<file path="config.mk">
export PLATFORM = sky130hd
export DESIGN_NAME = ibuf2hst
export DESIGN_NICKNAME = d
export VERILOG_FILES = /design/src/verilog/ibuf_pkg.sv /design/src/verilog/ibuf2hst.sv
export VERILOG_INCLUDE_DIRS = /design/src /design/src/verilog
export SDC_FILE = /design/constraint.sdc
export NUM_CORES = 1
export LEC_CHECK = 0
export BUFFER_PORTS_ARGS = -buffer_cell sky130_fd_sc_hd__buf_2
export CORE_MARGIN = 8
export CORE_UTILIZATION = 55
export CTS_CLUSTER_DIAMETER = 40
export CTS_CLUSTER_SIZE = 16
export DETAILED_ROUTE_END_ITERATION = 12
export GPL_TIMING_DRIVEN = 0
export HOLD_SLACK_MARGIN = 0.1
export PLACE_DENSITY = 0.85
export SLEW_MARGIN = 30
export SYNTH_ARGS = -nofsm -noshare
export SYNTH_HDL_FRONTEND = slang
export SYNTH_SLANG_ARGS = --single-unit
</file>
<file path="constraint.sdc">
create_clock -name clk -period 11.75 [get_ports clk]
set_input_delay 1.7625 -clock clk [delete_from_list [all_inputs] [get_ports clk]]
set_output_delay 1.7625 -clock clk [all_outputs]
set_load 0.03 [all_outputs]
</file>
<file path="src/verilog/ibuf_defs.svh">
`ifndef IBUF_DEFS_SVH
`define IBUF_DEFS_SVH

////////////////////////////////////////
// internal buffer sizing
////////////////////////////////////////

// address width in 64-bit words
// buffer depth is 2**IBUF_AW
`define IBUF_AW 10

// writer stalls the backend stream
// once fewer free slots than this remain
// covers the beats still in flight while tready drops
`define IBUF_MARGIN 10

`endif

</file>
<file path="src/verilog/ibuf_pkg.sv">
`default_nettype none
`include "ibuf_defs.svh"

package ibuf_pkg;

    // buffer pointer, one bit wider than the ram address
    // top bit is the wrap flag, so full and empty differ
    // ram index is the low IBUF_AW bits only
    // descriptor word: [63:48] zero, [47:32] byte length, [31:0] zero
    typedef logic [`IBUF_AW:0] ibuf_ptr_t;

    // backend writer
    typedef enum logic [2:0] {
        WR_INIT,        // load first write slot
        WR_WAIT_HOST,   // hold off until host side is up
        WR_FIRST,       // waiting for first beat of a packet
        WR_DATA,        // rest of the packet
        WR_COMMIT,      // descriptor write + producer update
        WR_STALL        // almost full
    } wr_state_t;

    // host reader
    typedef enum logic [1:0] {
        RD_IDLE,
        RD_DESC,
        RD_DATA
    } rd_state_t;

endpackage

`default_nettype wire

</file>
<file path="src/verilog/ibuf2hst.sv">
`timescale 1ns/1ps
`default_nettype none
`include "ibuf_defs.svh"

module ibuf2hst (
    input  wire                         clk,
    input  wire                         rst,
    input  wire ibuf_pkg::ibuf_ptr_t    committed_prod,
    output logic [`IBUF_AW-1:0]         rd_addr,
    input  wire [63:0]                  rd_data,        // one cycle after rd_addr
    output ibuf_pkg::ibuf_ptr_t         committed_cons,
    output logic [63:0]                 m_axis_tdata,
    output logic [7:0]                  m_axis_tkeep,
    output logic                        m_axis_tvalid,
    output logic                        m_axis_tlast,
    input  wire                         m_axis_tready
);

    import ibuf_pkg::*;

    rd_state_t      state;
    ibuf_ptr_t      prod_q;         // descriptor reaches the ram one edge after commit
    ibuf_ptr_t      rd_ptr;         // address on the ram read port
    logic [13:0]    words_left;     // reads still to issue
    logic [7:0]     last_keep;
    logic [16:0]    len_rnd;
    logic           rd_pend;        // rd_data holds a packet word this cycle
    logic           rd_pend_last;
    logic           skid_valid;
    logic           skid_last;
    logic [63:0]    skid_data;
    logic           pop;
    logic           load_out;
    logic           issue;
    logic [1:0]     occ_next;       // words held next cycle, before a new read lands

    assign rd_addr  = rd_ptr[`IBUF_AW-1:0];
    assign pop      = m_axis_tvalid & m_axis_tready;
    assign load_out = pop | ~m_axis_tvalid;
    assign len_rnd  = {1'b0, rd_data[47:32]} + 17'd7;   // round up to whole words
    assign occ_next = 2'(m_axis_tvalid) + 2'(skid_valid) + 2'(rd_pend) - 2'(pop);
    // read ahead only while output reg + skid can take the word
    assign issue    = (state == RD_DATA) && (words_left != '0) && (occ_next <= 2'd1);

    ////////////////////////////////////////
    // reader fsm and valid bits
    ////////////////////////////////////////
    always_ff @(posedge clk) begin
        if (rst) begin
            state          <= RD_IDLE;
            prod_q         <= '0;
            rd_ptr         <= '0;
            committed_cons <= '0;
            words_left     <= '0;
            rd_pend        <= 1'b0;
            skid_valid     <= 1'b0;
            m_axis_tvalid  <= 1'b0;
        end else begin
            prod_q  <= committed_prod;
            rd_pend <= issue;

            case (state)
                RD_IDLE: begin
                    if (committed_cons != prod_q) begin   // descriptor read in flight
                        rd_ptr <= rd_ptr + 1'b1;
                        state  <= RD_DESC;
                    end
                end
                RD_DESC: begin
                    words_left <= len_rnd[16:3];
                    state      <= RD_DATA;
                end
                RD_DATA: begin
                    if (issue) begin
                        rd_ptr     <= rd_ptr + 1'b1;
                        words_left <= words_left - 1'b1;
                    end
                    if (pop && m_axis_tlast) begin
                        committed_cons <= rd_ptr;           // next descriptor slot
                        state          <= RD_IDLE;
                    end
                end
                default: state <= RD_IDLE;
            endcase

            if (load_out) begin
                m_axis_tvalid <= skid_valid | rd_pend;
                if (skid_valid) begin
                    skid_valid <= rd_pend;                  // refill behind the drained skid
                end
            end else if (rd_pend) begin
                skid_valid <= 1'b1;                         // output held, park the word
            end
        end
    end

    ////////////////////////////////////////
    // payload path
    ////////////////////////////////////////
    always_ff @(posedge clk) begin
        if (issue) begin
            rd_pend_last <= (words_left == 14'd1);
        end
        if (state == RD_DESC) begin
            // low (len mod 8) bytes, full word when it divides evenly
            last_keep <= (rd_data[34:32] == 3'd0) ? 8'hff
                                                  : (8'h01 << rd_data[34:32]) - 8'h01;
        end
        if (load_out) begin
            if (skid_valid) begin
                m_axis_tdata <= skid_data;
                m_axis_tlast <= skid_last;
                m_axis_tkeep <= skid_last ? last_keep : 8'hff;
            end else if (rd_pend) begin
                m_axis_tdata <= rd_data;
                m_axis_tlast <= rd_pend_last;
                m_axis_tkeep <= rd_pend_last ? last_keep : 8'hff;
            end
        end
        if (rd_pend && (!load_out || skid_valid)) begin
            skid_data <= rd_data;
            skid_last <= rd_pend_last;
        end
    end

endmodule

`default_nettype wire

</file>
# Word level (Yosys, flattened, before mapping)
# Cells that the tools add are included.
[word_totals]
regBits = 199
latchBits = 0
mem_bits_rw = 0
rom_bits = 0
in_bits = 78
output_inout_bits = 95
word_cells = 72
n_memories = 0
[classes]
n_addsub = 7
mul = 0
div = 0
order_cmp = 1
n_eq_ne = 7
shifts = 1
n_mux = 19
n_bitwise = 4
n_reduce_logical = 18
[ops]
columns = ["cell", "n"]
rows = [
  ["64-bit two-way mux", 2],
  ["8-bit two-way mux", 4],
  ["14-bit case mux with 2 select lines", 1],
  ["11-bit two-way mux", 2],
  ["11-bit case mux with 2 select lines", 1],
  ["16-bit by 3-bit adder with 17-bit output (second input constant)", 1],
  ["14-bit by 1-bit == test with 1-bit output (second input constant)", 1],
  ["14-bit two-way mux", 1],
  ["14-bit nonzero test", 1],
  ["14-bit by 1-bit subtractor with 14-bit output (second input constant)", 1],
  ["11-bit by 1-bit adder with 11-bit output (second input constant)", 1],
  ["11-bit inequality test", 1],
  ["2-bit AND reduction", 4],
  ["2-bit nonzero test", 4],
  ["1-bit by 3-bit << shifter with 8-bit output (first input constant)", 1],
  ["8-bit by 1-bit subtractor with 8-bit output (second input constant)", 1],
  ["2-bit case mux with 3 select lines", 1],
  ["1-bit two-way mux", 5],
  ["1-bit logical AND", 4],
  ["2-bit two-way mux", 2],
  ["2-bit inequality test (second input constant)", 2],
  ["3-bit logical NOT", 1],
  ["3-bit AND reduction", 1],
  ["1-bit by 1-bit adder with 2-bit output", 1],
  ["12 further kinds", 13],
]

# Depth between registers and ports, before layout
[depth]
depth_word = 7
ltp_mapped = 10
depth_no_buf = 9

# Worst setup path before layout
# No wires, ideal clock.
[synth_path]
kind = "input to register"
start = "input port m_axis_tready"
end = "register m_axis_tdata[0] (enable)"
setup_time_ns = 0.504
arrival_ns = 4.888
required_ns = 11.246
setup_slack_ns = 6.357
stages = 2
n_path_buf = 0
cell_sequence = "nor2b_1 -> nor2_1"
[synth_between]
elab_chain_cells = 3
[synth_rtl]
columns = ["item", "line_no", "rtl"]
rows = [
  ["start: declaration", "ibuf2hst.sv:16", "input wire m_axis_tready"],
  ["1-bit AND", "ibuf2hst.sv:38", "assign pop = m_axis_tvalid & m_axis_tready;"],
  ["1-bit OR", "ibuf2hst.sv:39", "assign load_out = pop | ~m_axis_tvalid;"],
  ["2-bit AND reduction (no source line)", "n/a", ""],
  ["end signal: assignment", "ibuf2hst.sv:111", "m_axis_tdata <= skid_data;"],
  ["end signal: assignment", "ibuf2hst.sv:115", "m_axis_tdata <= rd_data;"],
  ["end: declaration", "ibuf2hst.sv:12", "output logic [63:0] m_axis_tdata,"],
]
# No other way between the ends.
# A chain may end at the register's enable or synchronous reset.

# Worst setup path after layout
[layout_path]
start = "input port m_axis_tready"
end = "register rd_ptr[0]"
[layout_between]
elab_chain_cells = 6
[layout_rtl]
columns = ["item", "line_no", "rtl"]
rows = [
  ["1-bit AND", "ibuf2hst.sv:38", ""],
  ["2-bit by 1-bit subtractor with 2-bit output", "ibuf2hst.sv:41", "assign occ_next = 2'(m_axis_tvalid) + 2'(skid_valid) + 2'(rd_pend) - 2'(pop);"],
  ["2-bit by 1-bit less-or-equal comparator with 1-bit output", "ibuf2hst.sv:43", "assign issue = (state == RD_DATA) && (words_left != '0) && (occ_next <= 2'd1);"],
  ["1-bit logical AND", "ibuf2hst.sv:43", ""],
  ["2-bit inequality test (no source line)", "n/a", ""],
  ["3-bit AND reduction (no source line)", "n/a", ""],
  ["end signal: assignment", "ibuf2hst.sv:65", "rd_ptr <= rd_ptr + 1'b1;"],
  ["end signal: assignment", "ibuf2hst.sv:75", "rd_ptr <= rd_ptr + 1'b1;"],
  ["end: declaration", "ibuf2hst.sv:23", "ibuf_ptr_t rd_ptr;"],
]
# No other way between the ends.

==> metrics.md <==
| Metric | Value |
|---|---|
| Slew @ Worst Pin | `0.774 ns` |
| Setup bufs post-CTS | `0` |
| CP Max Fanout | `10` |
| Vias | `5658` |
| PortBufs | `171` |
| Critical Path AT | `4.13 ns` |
| Post-layout minimum cycle time | `3.81 ns` |
| ANT cells | `0` |
| Final layout net count | `894` |
| CTS buffer count | `17` |
| Cell accounting for the most synthesized area | `edfxtp_1` |
| Total Neg Setup Slack | `0 ns` |
| Grt total ovfl | `0` |
| Post-CTS Hold Fix Bufs | `0` |
| Worst min path class | `reg2reg` |
| Insertion delay to the later sink of the worst-skew pair | `0.43 ns` |
| Commonest cells in the netlist | `edfxtp_1, mux2_2, dfxtp_1` |
| Synth Instances | `613` |
| Site Rows | `44` |
| Routed len/inst | `18.0 um` |
| Clock Skew | `0.0110 ns` |
| Gpl congestion | `0.917` |
| Final Setup Violations | `0` |
| Die Span Y | `138 um` |
| Crit path kind | `in2reg` |
| Fin util | `0.692` |
| Pwr Total | `1.57 mW` |
| Share of post-route cells with drive strength above 1 | `0.373` |
| Yosys cell types | `60` |
| Crit-path slowest cell | `mux2i_4` |
| Syn nets | `697` |
| Worst IR drop on VDD | `0.0964 mV` |
| Core area | `14600 sq um` |
| Post-CTS Resized | `0` |
| Layout Area Growth over Synthesis | `22.5%` |
| Clock root buffer | `clkbuf_16` |
| Register area share after synthesis | `0.662` |
| FF+latch count, synth | `199` |
| Critical path's most frequent cell | `ha_1` |
| Die Area | `19200 sq um` |
| Final Cycle Share | `0.324` |
| Post-Syn Area per Cell | `13.5 sq um` |
| First-pass GRT wire length | `28.8 mm` |
| Hold Path Origin | `rd_pend_last` |
| FF-to-FF End | `m_axis_tdata[36]` |
| First drt pass iteration count | `5` |
| EDFF count, synth | `147` |
| CP Launch Type | `input port` |
| Post-DRT Antenna Nets | `0` |
| R2R Setup Slk | `8.54 ns` |
| Clock tree sinks | `199` |
| R2R cell count | `9` |
| Die W | `138 um` |
| Crit. End Element | `register` |
| Clk buf depth | `2` |
| Max stage delay on crit path | `0.38 ns` |
| Worst Hold End | `skid_last` |
| Overall Global Routing Usage | `0.185` |
| Status | `finished clean` |
| Req. time, crit path | `12.07 ns` |
| Main flop type after synthesis | `edfxtp_1` |
| Static leakage | `3.79 nW` |
| Synth area leaders | `edfxtp_1, dfxtp_1, mux2_2, a21oi_1, nand2_1` |
| Final hold violations | `0` |
| Slew Limit Fails | `0` |
| Clock-pin slew on the worst setup and hold paths | `0.07 ns` |
| FF-to-FF Start | `skid_valid` |
| DRC Markers | `0` |
| Fillers | `1001` |
| Power per cell area | `156 nW/um^2` |
| Critical-path cell list | `buf_2 > and2_1 > ha_1 > inv_1 > ha_1 > a21oi_1 > mux2i_4 > a21boi_4 > buf_6 > nor2_1 > mux2_4` |
| DRT iter0 DRCs | `362` |
| WL final | `18.1 mm` |
| RSZ-0062 raised after global routing | `false` |
| Async SR Flop Fraction | `0` |
| Max-slew headroom | `0.479` |
| Largest net degree at the start of global routing | `25` |
| I/O Pins | `173` |
| Post-detail-place hpwl | `13.2 mm` |
| Initial Utilization | `0.565` |
| Yosys Warn Count | `0` |
| Vias per inst | `5.62` |
| Yosys top cell area share | `0.535` |
| Hold path depth | `0` |
| Initial antenna violation count | `0` |
| H-tree Lvls | `4` |
| CTS tree | `done` |
| Most common cell in the netlist | `edfxtp_1` |
| Mapped Area | `8250 sq um` |
| Number of global-route vias before repair | `5598` |
| FMAX | `0.263 GHz` |
| Max Cap Viol | `0` |
==> sequential cells by signal (all words and copies together) (netlist names), 8 cells and up <==
name	flops
last_keep	8
skid_data	64
prod_q	11
rd_ptr	11
committed_cons	11
m_axis_tkeep	8
m_axis_tdata	64
words_left	14
==> cells by family after synthesis <==
| kind of cell | count (synthesis) | share of synthesized area |
|---|---|---|
| muxes | 67 | 0.0930 |
| adders and majority gates | 6 | 0.00910 |
| AOI/OAI and AO/OA | 95 | 0.0713 |
| xor gates and xnor gates | 21 | 0.0223 |
| and+or+nand+nor | 169 | 0.109 |
| DFF | 199 | 0.662 |
| other | 1 | 0.000455 |
| buffers and inverters | 55 | 0.0329 |
==> report_power, final <==
group | leakage [nW] | switching [mW] | internal [mW]
registers | 1.75 | 0.0196 | 0.785
clock network | 0.272 | 0.260 | 0.299
logic | 1.77 | 0.128 | 0.0785
==> critical path, delay by kind of cell <==
kind | cells | cell delay [ns]
compound gates | 2 | 0.42
buf+inv | 3 | 0.31
fa+ha+maj | 2 | 0.54
simple gates | 2 | 0.38
mux | 2 | 0.70
==> metrics by stage <==
step / hold WS (ns) / area (sq um) / setup WS [ns] / cells
after global routing: 0.474 / 10100 / 7.80 / 1007
after detailed placement: 0.445 / 9530 / 7.48 / 975
final: 0.456 / 10100 / 7.94 / 1007
after CTS: 0.461 / 10100 / 7.93 / 1007
after global placement: 0.432 / 9330 / 4.66 / 968
after floorplan: 0.426 / 8250 / 6.36 / 613
==> cell usage in the layout (no fill, tap or decap), types with 4 or more instances in the layout <==
cell type  instances
nor4_1             5
edfxtp_1         147
a21oi_1           39
nor3_1            10
mux2_2            63
inv_8              4
nor2b_1           16
dfxtp_1           52
clkbuf_1          25
buf_16             6
or2_2              8
o21ai_0           17
ha_1               6
nor2_1            24
or4_1             11
xnor2_1            5
nand3_1           15
o21a_1             4
clkbuf_16         17
nand2_1           50
a31oi_1            6
o31ai_1           10
nand4_1            6
xor2_1            16
buf_2            174
inv_1             13
buf_4             10
==> layer usage <==
| metal | up-vias | global-route usage | part of all wire |
|---|---|---|---|
| met1 | 2740 | 0.225 | 0.41 |
| met3 | 22 | 0.0527 | 0.076 |
| li1 | 2664 | - | - |
| met2 | 232 | 0.309 | 0.50 |
| met4 | 0 | 0.0612 | 0.014 |
| met5 | - | 0 | 0 |
==> layout make-up <==
type | count | area, sq um | share of cell area
sequential | 199 | 5460 | 0.540
tap | 184 | 230 | 0.0228
timing repair buffer | 178 | 1040 | 0.103
multi-input combinational | 359 | 2530 | 0.251
clock buffer | 18 | 429 | 0.0425
inverter | 13 | 48.8 | 0.00483
clock inverter | 14 | 141 | 0.0140
buffer | 42 | 223 | 0.0221
==> how the worst max path moves through the flow <==
stage / from / endpoint / slack (ns)
3_3_place_gp: m_axis_tready / m_axis_tdata[29] / 4.66
6_report: m_axis_tready / rd_ptr[0] / 7.94
3_5_place_dp: m_axis_tready / rd_ptr[0] / 7.48
4_1_cts: m_axis_tready / rd_ptr[0] / 7.93
5_1_grt: m_axis_tready / rd_ptr[0] / 7.80
2_1_floorplan: m_axis_tready / m_axis_tdata[0] / 6.36
Note: power is estimated with default switching activity, not from simulation.
