**src/verilog/ibuf_defs.svh**
```systemverilog
`ifndef IBUF_DEFS_SVH
`define IBUF_DEFS_SVH

////////////////////////////////////////
// internal buffer sizing
////////////////////////////////////////

// address width in 64-bit words
// buffer depth is 2**IBUF_AW
`define IBUF_AW 10

// writer stalls the backend stream
// once fewer free slots than this remain
// covers the beats still in flight while tready drops
`define IBUF_MARGIN 10

`endif

```
**src/verilog/ibuf_pkg.sv**
```systemverilog
`default_nettype none
`include "ibuf_defs.svh"

package ibuf_pkg;

    // buffer pointer, one bit wider than the ram address
    // top bit is the wrap flag, so full and empty differ
    // ram index is the low IBUF_AW bits only
    // descriptor word: [63:48] zero, [47:32] byte length, [31:0] zero
    typedef logic [`IBUF_AW:0] ibuf_ptr_t;

    // backend writer
    typedef enum logic [2:0] {
        WR_INIT,        // load first write slot
        WR_WAIT_HOST,   // hold off until host side is up
        WR_FIRST,       // waiting for first beat of a packet
        WR_DATA,        // rest of the packet
        WR_COMMIT,      // descriptor write + producer update
        WR_STALL        // almost full
    } wr_state_t;

    // host reader
    typedef enum logic [1:0] {
        RD_IDLE,
        RD_DESC,
        RD_DATA
    } rd_state_t;

endpackage

`default_nettype wire

```
**src/verilog/bkd2ibuf.sv**
```systemverilog
`timescale 1ns/1ps
`default_nettype none
`include "ibuf_defs.svh"

module bkd2ibuf (
    input  wire                         clk,
    input  wire                         rst,
    input  wire                         hst_rdy,        // host side up

    // backend stream
    input  wire [63:0]                  s_axis_tdata,
    input  wire [15:0]                  s_axis_tuser,   // byte length of the frame
    input  wire                         s_axis_tvalid,
    input  wire                         s_axis_tlast,
    output logic                        s_axis_tready,

    // buffer write port
    output logic                        wr_en,
    output logic [`IBUF_AW-1:0]         wr_addr,
    output logic [63:0]                 wr_data,

    // credits
    input  wire ibuf_pkg::ibuf_ptr_t    committed_cons, // from the reader
    output ibuf_pkg::ibuf_ptr_t         committed_prod  // descriptor slot of next packet
);

    import ibuf_pkg::*;

    localparam int DEPTH = 2 ** `IBUF_AW;

    wr_state_t      state;
    ibuf_ptr_t      wr_ptr;         // next data slot
    ibuf_ptr_t      used_slots;
    ibuf_ptr_t      free_slots;
    logic           low_space;
    logic           beat;           // accepted beat
    logic           in_pkt;         // stall entered mid packet
    logic           hst_rdy_q;
    logic [15:0]    pkt_len;        // latched on first beat

    ////////////////////////////////////////
    // credit check
    ////////////////////////////////////////
    assign beat       = s_axis_tvalid & s_axis_tready;
    assign used_slots = wr_ptr - committed_cons;            // includes reserved descriptor slot
    assign free_slots = ibuf_ptr_t'(DEPTH) - used_slots;
    assign low_space  = (free_slots < ibuf_ptr_t'(`IBUF_MARGIN));

    ////////////////////////////////////////
    // writer fsm
    ////////////////////////////////////////
    always_ff @(posedge clk) begin
        if (rst) begin
            state          <= WR_INIT;
            s_axis_tready  <= 1'b0;
            wr_en          <= 1'b0;
            committed_prod <= '0;
            wr_ptr         <= '0;
            in_pkt         <= 1'b0;
            hst_rdy_q      <= 1'b0;
        end else begin
            hst_rdy_q <= hst_rdy;
            wr_en     <= 1'b0;                              // one-shot

            case (state)
                WR_INIT: begin
                    wr_ptr <= committed_prod + 1'b1;        // skip first descriptor slot
                    state  <= WR_WAIT_HOST;
                end

                WR_WAIT_HOST: begin
                    if (hst_rdy_q) begin
                        s_axis_tready <= 1'b1;
                        state         <= WR_FIRST;
                    end
                end

                WR_FIRST, WR_DATA: begin
                    if (beat) begin
                        wr_en   <= 1'b1;
                        wr_addr <= wr_ptr[`IBUF_AW-1:0];
                        wr_data <= s_axis_tdata;
                        wr_ptr  <= wr_ptr + 1'b1;
                        if (state == WR_FIRST) begin
                            pkt_len <= s_axis_tuser;
                        end
                    end

                    // end of packet wins over the space check
                    if (beat && s_axis_tlast) begin
                        s_axis_tready <= 1'b0;              // low for the commit cycle only
                        state         <= WR_COMMIT;
                    end else if (low_space) begin
                        s_axis_tready <= 1'b0;
                        in_pkt        <= beat || (state == WR_DATA);
                        state         <= WR_STALL;
                    end else if (beat) begin
                        state <= WR_DATA;
                    end
                end

                WR_COMMIT: begin
                    // descriptor goes into the slot reserved at packet start
                    wr_en          <= 1'b1;
                    wr_addr        <= committed_prod[`IBUF_AW-1:0];
                    wr_data        <= {16'h0000, pkt_len, 32'h0000_0000};
                    committed_prod <= wr_ptr;               // slot after last data word
                    wr_ptr         <= wr_ptr + 1'b1;        // reserve it, data goes behind
                    s_axis_tready  <= 1'b1;
                    state          <= WR_FIRST;
                end

                WR_STALL: begin
                    // wait for the reader to hand back slots
                    if (!low_space) begin
                        s_axis_tready <= 1'b1;
                        state         <= in_pkt ? WR_DATA : WR_FIRST;
                    end
                end

                default: begin
                    s_axis_tready <= 1'b0;
                    state         <= WR_INIT;
                end
            endcase
        end
    end

endmodule

`default_nettype wire

```
**config.mk**
```make
export PLATFORM = sky130hd
export DESIGN_NAME = bkd2ibuf
export DESIGN_NICKNAME = d
export VERILOG_FILES = /design/src/verilog/ibuf_pkg.sv /design/src/verilog/bkd2ibuf.sv
export VERILOG_INCLUDE_DIRS = /design/src /design/src/verilog
export SDC_FILE = /design/constraint.sdc
export NUM_CORES = 1
export LEC_CHECK = 0
export ABC_AREA = 1
export BUFFER_PORTS_ARGS = -buffer_cell sky130_fd_sc_hd__buf_4
export CORE_MARGIN = 2
export CORE_UTILIZATION = 40
export DETAILED_ROUTE_END_ITERATION = 7
export GPL_ROUTABILITY_DRIVEN = 1
export PLACE_DENSITY = 0.72
export SYNTH_ARGS = -nofsm -noshare
export SYNTH_HDL_FRONTEND = slang
export SYNTH_SLANG_ARGS = --single-unit
```
**constraint.sdc**
```tcl
create_clock -name clk -period 7 [get_ports clk]
set_input_delay 0.7 -clock clk [delete_from_list [all_inputs] [get_ports clk]]
set_output_delay 0.7 -clock clk [all_outputs]
set_load 0.03 [all_outputs]
```
* After elaboration in Yosys (flattened, before gate mapping) *
Cells that the tools add are included.
W data, S select, Z words.

word-level totals
  bits in registers = 119
  output and inout port bits = 87
  logic and storage cells = 61

cells by class
  $add $sub $neg = 4
  order comparisons = 1
  eq/ne operators = 10
  multiplexer cells = 20
  bitwise operators = 4
  reduce and logical (&&, ||, !) cells = 12

operator list
  operator                  count
  $pmux W64 S2              1
  $mux W64                  1
  $pmux W11 S3              1
  $add A11 B1 Y11 const B   2
  $pmux W10 S2              1
  $mux W3                   5
  $pmux W3 S5               1
  $lt A11 B4 Y1 const B     1
  $mux W11                  1
  $sub A11 B11 Y11          1
  $sub A11 B11 Y11 const A  1
  $mux W10                  1
  $reduce_and A3 Y1         3
  $reduce_and A4 Y1         2
  $eq A3 B2 Y1 const B      2
  $eq A3 B3 Y1 const B      2
  $mux W1                   6
  $ne A2 B2 Y1 const B      3
  $pmux W1 S5               1
  $ne A4 B4 Y1 const B      1
  $eq A3 B1 Y1 const B      1
  $logic_not A3 Y1          1
  $ne A3 B3 Y1 const B      1
  $not A1 Y1                3
  other kinds (8)           8

* Logic depth before layout (Yosys ltp) *
Gate-level depths: netlist of run 1.

  depth after elaboration = 6
  gate-level depth with buffers = 17
  depth with buffers taken out = 17

* Least setup slack after synthesis of run 1 *
No wires, ideal clock.

  kind = register -> register
  from = reg state[0]
  to = reg wr_addr[0] (enable)
  setup time = 531 ps
  data arrival time = 4599 ps
  data required time = 6469 ps
  path slack = 1870 ps
  stages on the path, launching flop included = 6
  path buffers = 2
  period minus slack after synthesis = 5130 ps
  cells stage by stage = dfxtp_1 nor2_2 nand2_2 clkbuf_1 clkbuf_1 a21oi_1

between the ends
  word-level cells in the longest chain between the ends = 4
  elaborated cells on any way between the ends = 7

RTL lines
  what                                                          RTL line         RTL
  from (decl)                                                   bkd2ibuf.sv:31   wr_state_t state;
  from (signal assigned)                                        bkd2ibuf.sv:117  state <= in_pkt ? WR_DATA : WR_FIRST;
  $eq A3 B2 Y1                                                  bkd2ibuf.sv:65   case (state)
  $reduce_or A2 Y1                                              bkd2ibuf.sv:65
  $ne A2 B2 Y1 (no line) or $reduce_bool A2 Y1 (tied branches)  -
  $reduce_and A3 Y1 (no line) *                                 -
  to (signal assigned)                                          bkd2ibuf.sv:81   wr_addr <= wr_ptr[`IBUF_AW-1:0];
  to (signal assigned)                                          bkd2ibuf.sv:105  wr_addr <= committed_prod[`IBUF_AW-1:0];
  to (decl)                                                     bkd2ibuf.sv:19   output logic [`IBUF_AW-1:0] wr_addr,

Every way passes the cells marked *; elsewhere a longest branch is shown, timed or not.
A chain may end at the register's enable or synchronous reset.

* Worst setup path in the final report of run 1 *
  from = reg wr_ptr[1]
  to = reg state[0]

between the ends
  word-level cells in the longest chain between the ends = 6
  elaborated cells on any way between the ends = 9

RTL lines
  what                    RTL line         RTL
  from (decl)             bkd2ibuf.sv:32   ibuf_ptr_t wr_ptr;
  from (signal assigned)  bkd2ibuf.sv:67   wr_ptr <= committed_prod + 1'b1;
  from (signal assigned)  bkd2ibuf.sv:83   wr_ptr <= wr_ptr + 1'b1;
  from (signal assigned)  bkd2ibuf.sv:108  wr_ptr <= wr_ptr + 1'b1;
  $sub A11 B11 Y11 *      bkd2ibuf.sv:45   assign used_slots = wr_ptr - committed_cons;
  $sub A11 B11 Y11 *      bkd2ibuf.sv:46   assign free_slots = ibuf_ptr_t'(DEPTH) - used_slots;
  $lt A11 B4 Y1 *         bkd2ibuf.sv:47   assign low_space = (free_slots < ibuf_ptr_t'(`IBUF_MARGIN));
  $mux W3                 bkd2ibuf.sv:93   end else if (low_space) begin
  $mux W3                 bkd2ibuf.sv:90   if (beat && s_axis_tlast) begin
  $pmux W3 S5             bkd2ibuf.sv:65

Marked as above.

==> flow_summary.json, run 1 <==
{
  "critPathRequiredTime_ps": 7290,
  "die_area_um2": 15040,
  "timing.setup.critical_path_class": "reg -> reg",
  "clock_skew_ps": 7.391,
  "placement.io_buffers": 182,
  "cts.repair_timing.setup_buffer_count": 0,
  "cts_hold_repair.buffers": 0,
  "period_needed_ps": 2957,
  "endpoint_kind": "register",
  "ir_drop_uv": 176.8,
  "synth_cells": 605,
  "antenna_found_initial": 0,
  "timing.final.setup_violations": 0,
  "tritoncts.num_buffers": 17,
  "pin_count_of_the_biggest_net_entering_global_routing": 75,
  "floorplan_die_width_um": 122.6,
  "worstSkewPairLatency_ps": 400,
  "global_route_total_overflow": 0,
  "synth_top_family_by_area": "simple AND/OR/NAND/NOR gates",
  "cp_max_fo": 5,
  "synth-warning-count": 0,
  "synth_seq_cells": 119,
  "dpl_cell_area_um2": 7163,
  "cellInternalPower_mw": 1.584,
  "via_per_inst": 4.508,
  "synthSimpleGateAreaFrac_pct": 18.87,
  "fp.dieH_um": 122.6,
  "seqPwrFrac_pct": 36.6,
  "nNetsFinal": 906,
  "pwr-share-clk_pct": 36.1,
  "seq_area_frac_synth_pct": 58.32,
  "post-route-period-util_pct": 42.24,
  "synthAdderAreaFrac_pct": 4.579,
  "p_sw_mw": 0.7369,
  "tritoncts": "done",
  "wire_per_inst_um": 13.28,
  "floorplan.core_area_um2": 13830,
  "layout-drive-gt1-share_pct": 30.64,
  "worstPathArrival_ps": 3250,
  "clock_tree.root_cell": "clkbuf_16",
  "grt_first_pass_wirelength_um": 20400,
  "synth_area_per_cell_um2": 9.304,
  "power_share_of_the_combinational_group_pct": 27.2,
  "synthXorXnorAreaFrac_pct": 0.9335,
  "routed_wl_um": 13060,
  "placed_cells_incl_taps": 951,
  "worstPathCellList": "inv_1, ha_1, ha_1, fa_1, or2_2, nand3_1, nand3_1, nor2_1, nand2_1, nor2_1, nand3_1, nand2_1, nand3_1, o21ai_0, nor2_1",
  "drtIter0Drc": 346,
  "total_leakage_power_nw": 3.594,
  "drc": 0,
  "p_per_area_nw_per_um2": 299.8,
  "cp_common_cell": "nand3_1",
  "cts.htree.levels": 4,
  "grt_pass1_vias": 4186,
  "critical_path.max_stage_delay_ps": 430,
  "synth.area.mux_share_pct": 0,
  "synth_compound_gate_area_share_pct": 7.780,
  "pin_count": 183,
  "antennaDiodeCount": 0,
  "core.rowCount": 43,
  "clkTransAtPathRegs_ps": 60,
  "rsz0062_at_grt": "false",
  "p_sw_share_pct": 31.75,
  "cp_slowest_cell": "fa_1",
  "worst_pin_slew_ps": 1127,
  "stdcell_count": 983,
  "finalHoldWorstSlack_ps": 467.6,
  "fmax_mhz": 338.2,
  "floorplan.initialDensity_pct": 40.71,
  "slew_headroom_pct": 24.75,
  "slew_viol_final": 0,
  "outcome": "finished clean",
  "mappedNetlistNets": 721,
  "final.setup.tns_ps": 0,
  "detailedRoute.firstPassIterationCount": 4,
  "place_ws_ps": 3770,
  "syn-cell-area_um2": 5629,
  "critical_path.startpoint_type": "register",
  "post_dp_hpwl_um": 9556,
  "finalCoreUtilization_pct": 55.99,
  "global_placement_routability_congestion": 0.8483,
  "power.total_mw": 2.321,
  "postCtsResizedCells": 0,
  "clockBufferDepth": 2,
  "area_delta_synth_final_pct": 37.52,
  "grtUsageTotal_pct": 17.54,
  "total_number_of_vias": 4431,
  "synth_cell_types": 35,
  "hold_class": "reg -> reg",
  "clock_sink_total": 119,
  "maxCapViolCount": 0,
  "post-route-cell-area_um2": 7741,
  "final_number_of_hold_violating_endpoints": 0,
  "final_critical_path_setup_slack_ps": 4043,
  "detail-route-antenna-nets": 0
}
## synth_stat cells
cell,instances,area (um2)
buf_12,1,20.02
buf_6,1,11.26
or2_0,1,6.260
inv_2,1,3.750
nand2_4,1,11.26
buf_2,1,5.000
clkbuf_1,14,52.55
a221o_1,1,10.01
o21bai_1,2,15.01
clkinv_1,1,3.750
o21ai_0,27,135.1
nor2_1,69,259.0
ha_1,19,237.7
xnor2_1,2,17.52
or2_2,4,25.02
edfxtp_1,90,2703
nor2_2,2,12.51
o21ai_2,6,52.55
xor2_1,4,35.03
nand3_1,23,115.1
nand3_2,1,10.01
buf_1,2,7.510
inv_1,115,431.7
o21ai_4,2,32.53
o211ai_1,7,52.55
nand2_1,129,484.2
dfxtp_1,29,580.6
fa_1,1,20.02
nand4_1,5,31.28
nand3b_1,3,22.52
nand2_2,8,50.05
a21oi_1,25,125.1
nor3_2,2,20.02
nor3_1,3,15.01
o21ai_1,3,15.01
## final timing paths
| kind | startpoint | end | slack [ps] | depth (start not counted) |
|---|---|---|---|---|
| worst min register to register | committed_prod[10] | committed_prod[10] | 470 | 2 |
| worst max register to register | wr_ptr[1] | state[0] | 4040 | 15 |
| worst min-delay path | committed_prod[10] | committed_prod[10] | 470 | 2 |
| worst max-delay path | wr_ptr[1] | state[0] | 4040 | 15 |
## power groups by stage
stage / Clock (mW) / Sequential, mW / Combinational (mW)
2_1_floorplan: 0 / 0.868 / 0.482
3_3_place_gp: 0 / 0.865 / 0.619
3_5_place_dp: 0 / 0.865 / 0.631
4_1_cts: 0.853 / 0.850 / 0.634
5_1_grt: 0.890 / 0.858 / 0.737
6_report: 0.839 / 0.851 / 0.632
## logic make-up (layout without fill, tap and decap cells)
family          Yosys count  in the layout
flops                   119            119
fa+ha+maj                20             20
simple gates            251            251
xor+xnor                  6              6
buf+inv                 136            334
compound gates           73             73
## critical path, delay by kind of cell, from the launching register on
family	cells	cell delay [ps]
compound gates	1	160
fa+ha+maj	3	940
buf+inv	1	100
flops	1	410
simple gates	10	1240
## cell usage in the layout (no fill, tap or decap), types with 3 or more instances in the layout
cell,n
or2_2,4
nand4_1,5
edfxtp_1,90
inv_6,3
a21oi_1,24
nor3_2,3
buf_4,185
dfxtp_1,29
o21ai_2,6
nand2_2,8
nand3_1,23
o21ai_1,3
nor2_1,69
o211ai_1,7
inv_1,114
xor2_1,4
clkbuf_16,17
clkinvlp_4,4
nand2_1,129
o21ai_0,27
nand3b_1,3
ha_1,19
clkinv_2,3
## per-layer routing
metal	up-vias	global-route usage [%]	routed length, um	share of wire [%]
li1	2309	-	-	-
met3	8	5.483	1004	7.7
met2	135	30.10	6426	49
met4	0	4.885	127	0.97
met1	1979	21.27	5498	42
met5	-	0	0	0
## cell type report
class / instances / area, um2
Fill cell: 1245 / 6086
Sequential cell: 119 / 3283
Multi-Input combinational cell: 350 / 1827
Timing Repair Buffer: 185 / 1389
Inverter: 117 / 439.2
Clock buffer: 17 / 425.4
Tap cell: 180 / 225.2
Clock inverter: 15 / 152.6
## sequential cells by signal (all words and copies together), names as in the netlist, 3 cells and up
register        count
wr_data            64
pkt_len            16
committed_prod     11
wr_ptr             11
wr_addr            10
state               3
Note: power is estimated with default switching activity, not from simulation.
==> run 2: changes to the inputs <==
- clock period: 7 -> 2.97 ns (I/O delays scaled with it)
==> flow_summary.json, run 2 (synthesis gave the netlist of run 1 again) <==
{
  "outcome": "finished clean",
  "cts_hold_repair.buffers": 0,
  "clock_skew_ps": 9.119,
  "fp.dieH_um": 122.6,
  "maxCapViolCount": 0,
  "via_per_inst": 4.573,
  "critical_path_buf_inv_count": 1,
  "cp_common_cell": "nor2_1",
  "wire_per_inst_um": 13.50,
  "drtIter0Drc": 281,
  "register_name_with_the_most_flops": "wr_data",
  "endpoint_kind": "register",
  "clock_sink_total": 119,
  "worstSkewPairLatency_ps": 400,
  "die_area_um2": 15040,
  "final_number_of_hold_violating_endpoints": 0,
  "critPathRequiredTime_ps": 3270,
  "floorplan_die_width_um": 122.6,
  "floorplan.core_area_um2": 13830,
  "final.setup.tns_ps": 0,
  "cts.htree.levels": 4,
  "period_needed_ps": 2772,
  "clockBufferDepth": 2,
  "tritoncts.num_buffers": 17,
  "total_number_of_vias": 4523,
  "ir_drop_uv": 432.4,
  "ff_latch_area_um2": 3284,
  "slew_headroom_pct": 54.57,
  "routed_wl_um": 13350,
  "fmax_mhz": 360.8,
  "antennaDiodeCount": 0,
  "slew_viol_final": 0,
  "global_route_total_overflow": 0,
  "worstPathArrival_ps": 3070,
  "final_common_cell": "buf_4",
  "global_placement_routability_congestion": 0.8552,
  "largest_register_ff_count": 64,
  "floorplan.initialDensity_pct": 40.71,
  "p_per_area_nw_per_um2": 720.2,
  "antenna_found_initial": 0,
  "drc": 0,
  "placement.io_buffers": 182,
  "area_delta_synth_final_pct": 39.81,
  "pin_count": 183,
  "clkTransAtPathRegs_ps": 60,
  "layout.cells.most_common_list": "buf_4 (188), nand2_1 (128), inv_1 (114), edfxtp_1 (90), nor2_1 (68)",
  "power.total_mw": 5.668,
  "tritoncts": "done",
  "post_dp_hpwl_um": 9906,
  "worstPathCellList": "inv_1, ha_1, ha_1, fa_1, or2_2, nand3_1, nand3_1, nor2_1, nand2_1, nor2_2, nand4_1, nand3_1, nor2_1, nor2_1, nor2_1",
  "biggestRegsByFlops": "wr_data x64, pkt_len x16",
  "grt_first_pass_wirelength_um": 19870,
  "grtUsageTotal_pct": 17.45,
  "hold_class": "in -> reg",
  "detail-route-antenna-nets": 0,
  "core.rowCount": 43,
  "detailedRoute.firstPassIterationCount": 6,
  "clock_tree.root_cell": "clkbuf_16",
  "layout-drive-gt1-share_pct": 31.15,
  "cp_slowest_cell": "fa_1",
  "critical_path.max_stage_delay_ps": 430,
  "timing.final.setup_violations": 0,
  "total_leakage_power_nw": 3.646,
  "fill_cells": 1220,
  "critical-path-top-delay-family": "simple AND/OR/NAND/NOR gates",
  "grt_pass1_vias": 4147,
  "nNetsFinal": 912,
  "pin_count_of_the_biggest_net_entering_global_routing": 65,
  "worst_pin_slew_ps": 680.7,
  "critical_path.startpoint_type": "register",
  "post-route-period-util_pct": 93.32,
  "multi_input_area_um2": 1837,
  "cp_max_fo": 5,
  "timing.setup.critical_path_class": "reg -> reg"
}
run 2: changes by cell type in the layout (fill, tap and decap cells not counted), moves of 2 or more:
cell and delta:
bufinv_16 +2, inv_6 -3, clkinv_1 +2, clkbuf_1 +2
clkinv_2 -3, buf_4 +3, buf_12 +3
run 2: final cells by class:
class | count | share of cell area [%]
Multi-Input combinational cell | 350 | 23.34
Sequential cell | 119 | 41.73
Timing Repair Buffer | 191 | 18.70
Tap cell | 180 | 2.862
Clock inverter | 13 | 2.289
Clock buffer | 19 | 5.501
Inverter | 117 | 5.580
run 2: power breakdown:
group	switching [mW]	internal, mW	leakage, nW	total, mW
clock network	0.717	1.40	0.286	2.11
registers	0.0969	1.91	1.05	2.01
logic	0.931	0.617	2.31	1.55
total	1.74	3.92	3.65	5.67
run 2: timing repair:
action / CTS / global route
setup buffers: 0 / 1
endpoints found under the setup margin: 0 / 4
resized for setup: 0 / 5
run 2: path summary, 6_finish.rpt:
kind	to	slack [ps]	from	cells past startpoint
setup reg to reg	state[1]	200	wr_ptr[1]	15
setup / recovery	state[1]	200	wr_ptr[1]	15
hold reg to reg	committed_prod[10]	480	committed_prod[10]	2
hold / removal	pkt_len[7]	70	s_axis_tuser[7]	1
run 2: per-layer routing:
metal  routed length [um]  part of all wire (%)  global-route usage (%)  vias up
met2                 6519                    49                   29.62      146
met3                 1058                   7.9                   5.112       10
li1                     -                     -                       -     2317
met4                  128                  0.96                   5.963        0
met5                    0                     0                       0        -
met1                 5642                    42                   21.20     2050
run 2: worst register-to-register path, cell delays in order (launching register included):
cell and delay [ps]:
dfxtp_2 350, inv_1 70, ha_1 270, ha_1 230
fa_1 430, or2_2 310, nand3_1 80, nand3_1 80
nor2_1 100, nand2_1 70, nor2_2 110, nand4_1 220
nand3_1 190, nor2_1 50, nor2_1 80, nor2_1 40
run 2: through the flow:
stage / utilization (%) / setup slack (ps) / hold slack, ps / instance area, um2 / std cells
3_3_place_gp: 52.35 / 220.7 / 463.3 / 7238 / 956
5_1_grt: 56.92 / -14.45 / 48.24 / 7870 / 989
2_1_floorplan: - / 280.3 / 395.9 / 5640 / 605
4_1_cts: 56.78 / 76.08 / 54.81 / 7851 / 988
3_5_place_dp: 52.35 / 90.87 / 468.9 / 7238 / 956
6_report: 56.92 / 198.3 / 68.32 / 7870 / 989
